<file path="src/verilog/play_defines.svh">
// play mode constants
`ifndef PLAY_DEFINES_SVH
`define PLAY_DEFINES_SVH

// clock cycles per length unit at normal tempo
`define PLAY_UNIT_TICKS 8

// steps in every built-in song
`define PLAY_SONG_STEPS 8

// user slots in the best table
`define PLAY_NUM_USERS 4

// combo count from which a hit earns a bonus point
`define PLAY_COMBO_BONUS_MIN 4

// tone half-period base in cycles
`define PLAY_TONE_BASE 2

`define PLAY_TICK_W 6
`define PLAY_TONE_W 5

`define PLAY_TEMPO_HALF 2'b10
`define PLAY_TEMPO_DOUBLE 2'b11

`endif

</file>
<file path="src/verilog/play_pkg.sv">
// play mode types
package play_pkg;

    typedef logic [2:0] note_t;          // 0 rest or no key, 1..7 do..ti
    typedef logic [1:0] len_t;           // step length in units
    typedef logic [1:0] tempo_t;         // 10 half time, 11 double time
    typedef logic [3:0] step_idx_t;
    typedef logic [1:0] user_t;
    typedef logic [15:0] score_t;

    // one song ROM entry
    typedef struct packed {
        note_t note;
        len_t  len;
    } song_step_t;

    // result of one step, valid for a single cycle
    typedef struct packed {
        logic       valid;
        logic       hit;
        logic [1:0] base_pts;
        logic       bonus_pts;
        score_t     combo;           // combo after this step
    } judge_t;

    typedef struct packed {
        score_t base;
        score_t bonus;
        score_t combo;
    } disp_t;

    typedef enum logic [1:0] {
        IDLE,
        PLAY,
        DONE
    } player_state_t;

endpackage

</file>
<file path="src/verilog/key_judge.sv">
// note key judge
`timescale 1ns/10ps
`include "play_defines.svh"

module key_judge import play_pkg::*; (
    input  logic       clk,
    input  logic       rst_n,
    input  logic       en,
    input  song_step_t goal,
    input  logic       step_start,
    input  logic       step_end,
    input  note_t      note_key,
    output judge_t     judgement
);

    note_t  key_q;          // first key of the current step
    logic   key_seen;
    note_t  cap_key;
    logic   cap_seen;
    note_t  eff_key;
    logic   eff_seen;
    logic   hit;
    logic   bonus;
    score_t combo_q;
    score_t combo_nxt;

    always_comb begin
        // a new step forgets the previous capture
        cap_seen = step_start ? 1'b0 : key_seen;
        cap_key  = step_start ? note_t'(0) : key_q;

        if (!cap_seen && (note_key != '0)) begin
            eff_seen = 1'b1;
            eff_key  = note_key;
        end else begin
            eff_seen = cap_seen;                        // later presses ignored
            eff_key  = cap_key;
        end

        if (goal.note != '0) begin
            hit = eff_seen && (eff_key == goal.note);
        end else begin
            hit = !eff_seen;                            // rest needs silence
        end

        bonus     = hit && (combo_q >= score_t'(`PLAY_COMBO_BONUS_MIN));
        combo_nxt = hit ? combo_q + 1'b1 : '0;
    end

    always_ff @(posedge clk) begin
        if (!rst_n || !en) begin
            key_q    <= '0;
            key_seen <= 1'b0;
            combo_q  <= '0;
        end else begin
            key_q    <= eff_key;
            key_seen <= eff_seen;
            if (step_end) begin
                combo_q <= combo_nxt;
            end
        end
    end

    // one-cycle result after each step end
    always_ff @(posedge clk) begin
        if (!rst_n || !en) begin
            judgement <= '0;
        end else if (step_end) begin
            judgement.valid     <= 1'b1;
            judgement.hit       <= hit;
            judgement.base_pts  <= (hit && (goal.note != '0)) ? 2'd2 : 2'd0;
            judgement.bonus_pts <= bonus;
            judgement.combo     <= combo_nxt;
        end else begin
            judgement <= '0;
        end
    end

endmodule

</file>
<file path="src/verilog/play_mode.sv">
// rhythm game play mode
`timescale 1ns/10ps

module play_mode import play_pkg::*; (
    input  logic       clk,
    input  logic       rst_n,
    input  logic       en,
    input  logic       song_sel,
    input  tempo_t     tempo,
    input  user_t      user,
    input  note_t      note_key,
    output logic       buzzer,
    output logic       done,
    output logic [6:0] note_led,
    output disp_t      disp
);

    song_step_t goal;
    logic       step_start;
    logic       step_end;
    judge_t     judgement;

    song_player u_player (
        .clk        (clk),
        .rst_n      (rst_n),
        .en         (en),
        .song_sel   (song_sel),
        .tempo      (tempo),
        .goal       (goal),
        .step_start (step_start),
        .step_end   (step_end),
        .done       (done),
        .buzzer     (buzzer)
    );

    key_judge u_judge (
        .clk        (clk),
        .rst_n      (rst_n),
        .en         (en),
        .goal       (goal),
        .step_start (step_start),
        .step_end   (step_end),
        .note_key   (note_key),
        .judgement  (judgement)
    );

    score_board u_board (
        .clk        (clk),
        .rst_n      (rst_n),
        .en         (en),
        .user       (user),
        .judgement  (judgement),
        .done       (done),
        .disp       (disp)
    );

    // goal is zero when idle or done, so the LEDs go dark there
    always_comb begin
        note_led = '0;
        if (goal.note != '0) begin
            note_led[goal.note - 3'd1] = 1'b1;          // note n on bit n-1
        end
    end

endmodule

</file>
<file path="src/verilog/score_board.sv">
// session scores and best table
`timescale 1ns/10ps
`include "play_defines.svh"

module score_board import play_pkg::*; (
    input  logic   clk,
    input  logic   rst_n,
    input  logic   en,
    input  user_t  user,
    input  judge_t judgement,
    input  logic   done,
    output disp_t  disp
);

    disp_t sess_q;                              // combo field holds the session peak
    disp_t sess_nxt;
    disp_t best_tbl [`PLAY_NUM_USERS];
    disp_t best_cur;
    logic  done_q;
    logic  commit;

    function automatic score_t max_score(input score_t a, input score_t b);
        return (a > b) ? a : b;
    endfunction

    always_comb begin
        sess_nxt = sess_q;
        if (judgement.valid) begin
            sess_nxt.base  = sess_q.base + score_t'(judgement.base_pts);
            sess_nxt.bonus = sess_q.bonus + score_t'(judgement.bonus_pts);
            sess_nxt.combo = max_score(sess_q.combo, judgement.combo);
        end
    end

    always_ff @(posedge clk) begin
        if (!rst_n || !en) begin
            sess_q <= '0;
            done_q <= 1'b0;
        end else begin
            sess_q <= sess_nxt;
            done_q <= done;
        end
    end

    // the last judgement arrives together with done, so fold in sess_nxt
    assign commit   = en && done && !done_q;
    assign best_cur = best_tbl[user];

    always_ff @(posedge clk) begin
        if (!rst_n) begin
            for (int i = 0; i < `PLAY_NUM_USERS; i++) begin
                best_tbl[i] <= '0;
            end
        end else if (commit) begin
            best_tbl[user].base  <= max_score(best_cur.base, sess_nxt.base);
            best_tbl[user].bonus <= max_score(best_cur.bonus, sess_nxt.bonus);
            best_tbl[user].combo <= max_score(best_cur.combo, sess_nxt.combo);
        end
    end

    // best view from the cycle after the commit
    assign disp = done_q ? best_cur : sess_q;

endmodule

</file>
<file path="src/verilog/song_player.sv">
// song sequencer and buzzer
`timescale 1ns/10ps
`include "play_defines.svh"

module song_player import play_pkg::*; (
    input  logic       clk,
    input  logic       rst_n,
    input  logic       en,
    input  logic       song_sel,
    input  tempo_t     tempo,
    output song_step_t goal,
    output logic       step_start,
    output logic       step_end,
    output logic       done,
    output logic       buzzer
);

    player_state_t state;
    step_idx_t     idx;
    logic          song_q;                      // latched while idle
    tempo_t        tempo_q;
    song_step_t    rom_step;
    logic [`PLAY_TICK_W-1:0] tick;
    logic [`PLAY_TICK_W-1:0] base_ticks;
    logic [`PLAY_TICK_W-1:0] step_ticks;
    logic [`PLAY_TONE_W-1:0] tone_cnt;
    logic [`PLAY_TONE_W-1:0] tone_half;
    logic          tone_on;
    logic          buzz_q;

    // both songs, indexed by {song, step}
    always_comb begin
        rom_step = '{note: 3'd0, len: 2'd1};
        case ({song_q, idx})
            5'h00: rom_step = '{note: 3'd1, len: 2'd1};
            5'h01: rom_step = '{note: 3'd2, len: 2'd1};
            5'h02: rom_step = '{note: 3'd3, len: 2'd1};
            5'h03: rom_step = '{note: 3'd4, len: 2'd1};
            5'h04: rom_step = '{note: 3'd5, len: 2'd1};
            5'h05: rom_step = '{note: 3'd6, len: 2'd1};
            5'h06: rom_step = '{note: 3'd7, len: 2'd1};
            5'h07: rom_step = '{note: 3'd0, len: 2'd1};
            5'h10: rom_step = '{note: 3'd7, len: 2'd2};
            5'h11: rom_step = '{note: 3'd6, len: 2'd1};
            5'h12: rom_step = '{note: 3'd5, len: 2'd2};
            5'h13: rom_step = '{note: 3'd4, len: 2'd1};
            5'h14: rom_step = '{note: 3'd3, len: 2'd2};
            5'h15: rom_step = '{note: 3'd2, len: 2'd1};
            5'h16: rom_step = '{note: 3'd1, len: 2'd2};
            5'h17: rom_step = '{note: 3'd0, len: 2'd1};
            default: rom_step = '{note: 3'd0, len: 2'd1};
        endcase
    end

    // step duration with tempo scaling
    always_comb begin
        base_ticks = `PLAY_TICK_W'(rom_step.len) * `PLAY_TICK_W'(`PLAY_UNIT_TICKS);
        case (tempo_q)
            `PLAY_TEMPO_HALF:   step_ticks = base_ticks << 1;
            `PLAY_TEMPO_DOUBLE: step_ticks = base_ticks >> 1;
            default:            step_ticks = base_ticks;
        endcase
    end

    assign step_start = (state == PLAY) && (tick == '0);
    assign step_end   = (state == PLAY) && (tick == step_ticks - 1'b1);
    assign done       = (state == DONE);
    assign goal       = (state == PLAY) ? rom_step : '0;   // nothing outside a song

    always_ff @(posedge clk) begin
        if (!rst_n) begin
            state   <= IDLE;
            idx     <= '0;
            tick    <= '0;
            song_q  <= 1'b0;
            tempo_q <= '0;
        end else if (!en) begin
            state   <= IDLE;
            idx     <= '0;
            tick    <= '0;
            song_q  <= song_sel;
            tempo_q <= tempo;
        end else begin
            case (state)
                IDLE: begin
                    state <= PLAY;                      // step 0 starts next cycle
                    idx   <= '0;
                    tick  <= '0;
                end
                PLAY: begin
                    if (step_end) begin
                        tick <= '0;
                        if (idx == step_idx_t'(`PLAY_SONG_STEPS - 1)) begin
                            state <= DONE;
                        end else begin
                            idx <= idx + 1'b1;
                        end
                    end else begin
                        tick <= tick + 1'b1;
                    end
                end
                default: state <= DONE;                 // hold until en falls
            endcase
        end
    end

    // square wave, pitch rises with the note number
    assign tone_on   = (state == PLAY) && (rom_step.note != '0);
    assign tone_half = `PLAY_TONE_W'(`PLAY_TONE_BASE * (8 - int'(rom_step.note)));

    always_ff @(posedge clk) begin
        if (!rst_n || !tone_on) begin
            tone_cnt <= '0;
            buzz_q   <= 1'b0;
        end else if (tone_cnt >= tone_half - 1'b1) begin
            tone_cnt <= '0;
            buzz_q   <= ~buzz_q;
        end else begin
            tone_cnt <= tone_cnt + 1'b1;
        end
    end

    assign buzzer = tone_on & buzz_q;

endmodule
</file>
<file path="config.mk">
export PLATFORM = sky130hd
export DESIGN_NAME = play_mode
export DESIGN_NICKNAME = d
export VERILOG_FILES = /design/src/verilog/play_pkg.sv /design/src/verilog/key_judge.sv /design/src/verilog/play_mode.sv /design/src/verilog/score_board.sv /design/src/verilog/song_player.sv
export VERILOG_INCLUDE_DIRS = /design/src /design/src/verilog
export SDC_FILE = /design/constraint.sdc
export NUM_CORES = 1
export LEC_CHECK = 0
export ABC_AREA = 1
export ABC_CLOCK_PERIOD_IN_PS = 6400
export BUFFER_PORTS_ARGS = -buffer_cell sky130_fd_sc_hd__buf_2
export CORE_MARGIN = 5
export CORE_UTILIZATION = 40
export CTS_BUF_LIST = sky130_fd_sc_hd__clkbuf_8 sky130_fd_sc_hd__clkbuf_16
export DETAILED_ROUTE_END_ITERATION = 12
export PLACE_DENSITY = 0.59
export SYNTH_ARGS = -nofsm -noshare
export SYNTH_HDL_FRONTEND = slang
export SYNTH_SLANG_ARGS = --single-unit
</file>
<file path="constraint.sdc">
create_clock -name clk -period 6.4 [get_ports clk]
set_input_delay 0.32 -clock clk [delete_from_list [all_inputs] [get_ports clk]]
set_output_delay 0.32 -clock clk [all_outputs]
set_load 0.03 [all_outputs]
</file>
==> metrics.yaml, run 1 <==
cts:
  clockRootBuffer: "clkbuf_16"
  cts-resized-gates: 0
  numClockSinks: 300
  ctsHoldBuffers: 0
  cts_tree: "built"
  clk_pin_slew_ns: 0.06
  post_cts_buffers: 0
  clock_latency_ns: 0.51
  cts_buffer_depth: 3
  numCtsBuffers: 34
  htree_levels: 2
worst_setup_path:
  timing.critical_path.buf_inv: 1
  slowest_delay_ns: 0.66
  worstPathRequired_ns: 6.63
  worstSetupStartpointType: "flop"
  end_kind: "flop"
  worstPathMaxFanout: 28
  cp_cell_sequence: "buf_4 > nand3_1 > nor2_1 > nand4_1 > nor2_1 > nand2_1 > o21ai_0 > o21ai_0 > ha_1 > nand4_1 > nor3_1 > nand2_1 > o2111ai_1 > nand2_1 > o211ai_1 > nor2_1"
  path_delay_family: "simple AND/OR/NAND/NOR gates"
  setup.worst_path.class: "flop to flop"
  cp_slowest_cell: "o211ai_1"
  critPathArrivalTime_ns: 4.85
synth:
  syn_avg_cell_area_um2: 8.68
  yosysTopAreaCell: "edfxtp_1"
  synth_top_area_share_pct: 37.3
  synth.distinct_cells: 53
  yosys-top-cells-area: "edfxtp_1, dfxtp_1, nand2_1, nor2_1, ha_1"
  synth_edf_count: 192
  async_flop_share_pct: 0
  ys_ff_latch: 300
  synth_ff_type: "edfxtp_1"
  netlist_area_um2: 15500
  syn-num-nets: 1874
  syn_inst: 1780
  yosysWarningCount: 0
  ys_seq_area_share_pct: 51.3
power:
  totalPowerFinal_w: 0.00451
  max-vdd-ir-drop_uv: 161
  p_leak_nw: 7.02
  p_per_area_nw_per_um2: 257
timing:
  slew_headroom_pct: 34.4
  max_freq_ghz: 0.217
  layout_worst_path_cycle_share_pct: 72.1
  tns_ns: 0
  tightest_slew_ns: 0.982
  slew_viol_final: 0
  hold_viol: 0
  rsz0062_at_grt: "false"
  setup_viol: 0
  fin_skew_ns: 0.0183
  min_period_ns: 4.61
routing:
  finalWirelength_um: 39300
  wl_per_cell_um: 16.6
  vias: 12098
  drt-initial-drc-count: 699
  via_per_inst: 5.11
  first_pass_iters: 5
  drcViolationCount: 0
  ant_nets: 0
place:
  port_buffers: 67
  hpwl_um: 25300
  placed_area_um2: 16300
  place_congestion: 0.787
  place_inst: 2306
global_routing:
  grt.overflow.total: 0
  grt_pass1_wl_um: 63600
  gr-usage-all-layers_pct: 18.5
  grt_max_degree: 90
  grt_antenna_before_repair: 0
  grt_pass1_vias: 11959
floorplanning:
  initial_core_util_pct: 40.2
  fp-row-count: 72
  die-area_um2: 42700
  coreArea_um2: 38500
  io_pins: 68
  die-height_um: 207
  die_width_um: 207
final_layout:
  final.fill_count: 3759
  drive_above_1_share_pct: 11.1
  nNetsFinal: 1918
  final_util_pct: 45.5
  multi_input_area_um2: 6420
  syn2layout_area_growth_pct: 13.3
  seq_area_um2: 7930
  stdcell_count: 2368
  n_antenna_cell: 0
  design_area_um2: 17500
run:
  cap_violations: 0
min_path:
  hold_class: "input pin to flop"
run_status:
  status: "complete, no violations"
[synthesized netlist by cell type, types with 15 or more instances]
cell,number
clkbuf_1,48
buf_1,18
dfxtp_1,108
nand2_1,303
nor3_1,29
inv_1,210
nand2_2,15
a31oi_1,24
ha_1,83
o211ai_1,16
nor2_1,299
o21ai_0,78
o22ai_1,62
xor2_1,37
edfxtp_1,192
nand3_1,56
a21oi_1,90
[worst register-to-register path, stage by stage (launching register included)]
cell       delay [ns]
dfxtp_1          0.52
buf_4            0.37
nand3_1          0.19
nor2_1           0.27
nand4_1          0.17
nor2_1           0.14
nand2_1          0.10
o21ai_0          0.15
o21ai_0          0.20
ha_1             0.36
nand4_1          0.13
nor3_1           0.23
nand2_1          0.10
o2111ai_1        0.09
nand2_1          0.60
o211ai_1         0.66
nor2_1           0.07
[layout make-up]
| cell class | instances | area share (%) |
|---|---|---|
| clock buffer | 38 | 5.37 |
| clock inverter | 24 | 1.36 |
| inverter | 222 | 4.76 |
| multi-input combinational | 1178 | 36.6 |
| sequential | 300 | 45.3 |
| tap | 518 | 3.70 |
| timing repair buffer | 88 | 2.89 |
[cells in the final DEF (no fill, tap or decap), drive strengths merged, types with 4 or more instances in the layout]
master    n
inv     227
bufinv    5
nand3    68
o22ai    62
nand2   321
o21bai    4
a31oi    26
nor2    304
nor4      7
clkinv   12
a21oi    90
xor2     37
nor3     34
edfxtp  192
a211oi    5
xnor2     4
dfxtp   108
o21ai    79
buf      88
o211ai   16
clkbuf   38
ha       83
nand4    13
[stage by stage]
step,hold WS [ns],setup WS [ns]
2_1_floorplan,0.414,0.862
3_3_place_gp,0.447,1.65
3_5_place_dp,0.453,1.58
4_1_cts,0.0460,1.82
5_1_grt,0.0755,1.25
6_report,0.0625,1.79
[final timing paths]
path | endpoint | cells past startpoint | slack (ns) | from
worst max-delay path | u_board.best_tbl[1][41] | 16 | 1.79 | u_judge.judgement[20]
worst min-delay path | u_player.song_q | 2 | 0.06 | en
worst max register to register | u_board.best_tbl[1][41] | 16 | 1.79 | u_judge.judgement[20]
worst min register to register | u_player.tone_cnt[0] | 1 | 0.46 | u_player.tone_cnt[0]
[flip-flops by register name, summed over array words and instances, names as in the netlist]
| register | cells |
|---|---|
| u_judge.judgement | 19 |
| u_judge.key_seen | 1 |
| u_player.tone_cnt | 5 |
| u_judge.combo_q | 16 |
| u_player.buzz_q | 1 |
| u_player.tempo_q | 2 |
| u_player.state | 2 |
| u_judge.key_q | 3 |
| u_player.song_q | 1 |
| u_player.tick | 6 |
| u_board.sess_q | 47 |
| u_board.best_tbl | 192 |
| u_player.idx | 4 |
| u_board.done_q | 1 |
[power breakdown]
part / leakage (nW) / internal (W) / total, W / switching, W
Combinational: 3.56 / 0.000102 / 0.000345 / 0.000242
Sequential: 2.85 / 0.00210 / 0.00211 / 0.0000151
Clock: 0.607 / 0.00126 / 0.00205 / 0.000793
Total: 7.02 / 0.00346 / 0.00451 / 0.00105
[logic make-up (layout without fill, tap and decap cells)]
logic type | after synthesis | after routing | share of synthesized area, %
AO/OA/AOI/OAI | 297 | 297 | 11.2
XOR/XNOR | 41 | 41 | 2.32
adder cells (fa/ha/maj) | 83 | 83 | 6.72
buffers and inverters | 302 | 372 | 7.52
flip-flops | 300 | 300 | 51.3
multiplexers | 1 | 1 | 0.0648
AND/OR/NAND/NOR | 756 | 756 | 20.9
[routing by layer]
layer	global-route usage [%]	vias up	part of all wire, %
li1	-	6051	-
met1	25.2	5758	46
met2	31.4	233	48
met3	2.59	56	4.1
met4	4.30	0	1.9
met5	0	-	0
Note: power is estimated with default switching activity, not from simulation.
==> run 2: changes to the inputs <==
--- a/config.mk
+++ b/config.mk
@@ -7,7 +7,7 @@
 export NUM_CORES = 1
 export LEC_CHECK = 0
 export ABC_AREA = 1
-export ABC_CLOCK_PERIOD_IN_PS = 6400
+export ABC_CLOCK_PERIOD_IN_PS = 3700
 export BUFFER_PORTS_ARGS = -buffer_cell sky130_fd_sc_hd__buf_2
 export CORE_MARGIN = 5
 export CORE_UTILIZATION = 40
==> constraint.sdc (replaced) <==
create_clock -name clk -period 3.7 [get_ports clk]
set_input_delay 0.185 -clock clk [delete_from_list [all_inputs] [get_ports clk]]
set_output_delay 0.185 -clock clk [all_outputs]
set_load 0.03 [all_outputs]
==> run 2 against run 1 <==
Compared with the run above:
- clock skew shrank 0.0063 ns
- global-route usage shrank 0.17 points
- count of clock-buffer cells in the layout shrank 1
- worst setup slack lost 1.6 ns
- sequential cell count is the same
- total power grew 65%
- clock power grew 53%
- maximum frequency grew 33%
- die area is the same
==> metrics.yaml, run 2 (same netlist as run 1, synthesis figures left out) <==
worst_setup_path:
  r2r-start: "u_board.sess_q[33]"
  worstPathRequired_ns: 3.94
  critPathArrivalTime_ns: 3.70
  worstPathMaxFanout: 14
  ff2ff_path_depth: 18
  crit_start: "u_board.sess_q[33]"
  r2r_end: "u_board.best_tbl[1][43]"
  worstSetupStartpointType: "flop"
  setup.worst_path.class: "flop to flop"
  end_kind: "flop"
  r2r_slack_ns: 0.24
place:
  port_buffers: 67
  hpwl_um: 26000
  place_congestion: 0.827
timing:
  fin_skew_ns: 0.0120
  slew_viol_final: 0
  max_freq_ghz: 0.289
  min_period_ns: 3.46
  tightest_slew_ns: 0.872
  layout_worst_path_cycle_share_pct: 93.6
  tns_ns: 0
  slew_headroom_pct: 41.9
  setup_viol: 0
  hold_viol: 0
final_layout:
  reg.largest.list: "u_board.best_tbl (192), u_board.sess_q (47), u_judge.judgement (19)"
  nNetsFinal: 1966
  syn2layout_area_growth_pct: 16.2
  layout_common_cells: "nand2_1, nor2_1, inv_1"
  drive_above_1_share_pct: 14.1
  final.fill_count: 3742
  top_register: "u_board.best_tbl"
  n_antenna_cell: 0
  largest_reg_flops: 192
floorplanning:
  die-area_um2: 42700
  die_width_um: 207
  io_pins: 68
  die-height_um: 207
  initial_core_util_pct: 40.2
  fp-row-count: 72
  coreArea_um2: 38500
global_routing:
  grt_pass1_wl_um: 63300
  gr-usage-all-layers_pct: 18.3
  grt_max_degree: 89
  grt_antenna_before_repair: 0
  grt.overflow.total: 0
  grt_pass1_vias: 12251
power:
  power.internal_w: 0.00566
  p_leak_nw: 7.19
  p_comb_share_pct: 8.7
  clkPwrFrac_pct: 42.1
  max-vdd-ir-drop_uv: 287
  p_per_area_nw_per_um2: 414
  p_switching_w: 0.00178
  totalPowerFinal_w: 0.00743
  swShare_pct: 23.9
  pwr-share-seq_pct: 49.1
routing:
  wl_per_cell_um: 16.2
  ant_nets: 0
  first_pass_iters: 5
  drt-initial-drc-count: 748
  finalWirelength_um: 39000
  via_per_inst: 5.05
  drcViolationCount: 0
  vias: 12194
run:
  cap_violations: 0
cts:
  clk_pin_slew_ns: 0.06
  htree_levels: 2
  clock_latency_ns: 0.51
  clockRootBuffer: "clkbuf_16"
  numClockSinks: 300
  numCtsBuffers: 34
  cts_tree: "built"
  cts_buffer_depth: 3
min_path:
  hold_depth: 3
  hold_class: "input pin to flop"
  holdPathEnd: "u_player.buzz_q"
  worstHoldStart: "rst_n"
run_status:
  status: "complete, no violations"
-- run 2: cell types whose count changed in the layout (fill, tap and decap cells not counted), sizes merged --
| cell | delta |
|---|---|
| dlygate4sd3 | +5 |
| clkinvlp | -2 |
| bufinv | -4 |
| buf | +42 |
| nand2 | +1 |
| clkbuf | -1 |
| clkinv | +5 |
-- run 2: worst max-delay path, cell delays in order (launching register included) --
cell and delay [ns]:
dfxtp_2 0.32, ha_1 0.16, ha_2 0.20, nand3_2 0.13, nor2_4 0.15, nand4_1 0.12, nor2_1 0.14, nand2_1 0.10
o21ai_1 0.13, o21ai_1 0.11, ha_1 0.33, nand4_1 0.15, nor3_2 0.28, nand2_1 0.11, o2111ai_2 0.09, nand2_2 0.12
buf_6 0.16, o211ai_1 0.34, nor2_1 0.07
-- run 2: what timing repair did --
action / CTS / global route
gates cloned: 0 / 1
resized for setup: 0 / 43
hold buffers: 5 / 0
setup endpoints to repair: 4 / 188
buffers inserted: 1 / 2
pin swaps: 1 / 11
endpoints found under the hold margin: 4 / 0
-- run 2: how the worst max path moves through the flow --
stage	to	slack, ns
after floorplan	u_board.best_tbl[0][12]	0.15
after global placement	u_board.best_tbl[0][40]	0.12
after detailed placement	u_board.best_tbl[0][40]	-0.003
after CTS	u_board.best_tbl[1][45]	0.02
after global routing	u_board.best_tbl[1][4]	-0.03
final	u_board.best_tbl[1][43]	0.24
-- run 2: cell type report --
type | count | area (um2) | share of cell area (%)
clock buffers | 37 | 903 | 5.03
clock inverters | 23 | 125 | 0.697
inverters | 222 | 833 | 4.64
multi-input cells | 1179 | 6570 | 36.6
flip-flops and latches | 300 | 7930 | 44.2
well taps | 518 | 648 | 3.61
repair buffers | 135 | 941 | 5.24
-- run 2: metrics by stage --
step                std cells  util, %  cell area (um2)  hold slack, ns  setup WS (ns)
global route             2414     46.7            18000          0.0910        -0.0300
detailed placement       2345     43.3            16700           0.444       -0.00309
finish                   2414     46.7            18000          0.0696          0.238
floorplan                1780        -            15500           0.280          0.152
CTS                      2411     46.2            17800          0.0564         0.0198
global placement         2345     43.3            16700           0.447          0.115
-- run 2: power by group through the flow --
| stage | Combinational, W | Sequential, W | Clock (W) |
|---|---|---|---|
| after floorplan | 0.000431 | 0.00372 | 0 |
| after global placement | 0.000611 | 0.00372 | 0 |
| after detailed placement | 0.000621 | 0.00372 | 0 |
| after CTS | 0.000628 | 0.00365 | 0.00320 |
| after global routing | 0.000730 | 0.00366 | 0.00335 |
| final | 0.000650 | 0.00365 | 0.00313 |
-- run 2: per-layer routing --
layer	global-route usage [%]	routed length (um)	share of wire [%]
met1	25.1	18200	47
met2	30.9	18600	48
met3	2.34	1530	3.9
met4	4.71	745	1.9
met5	0	0	0
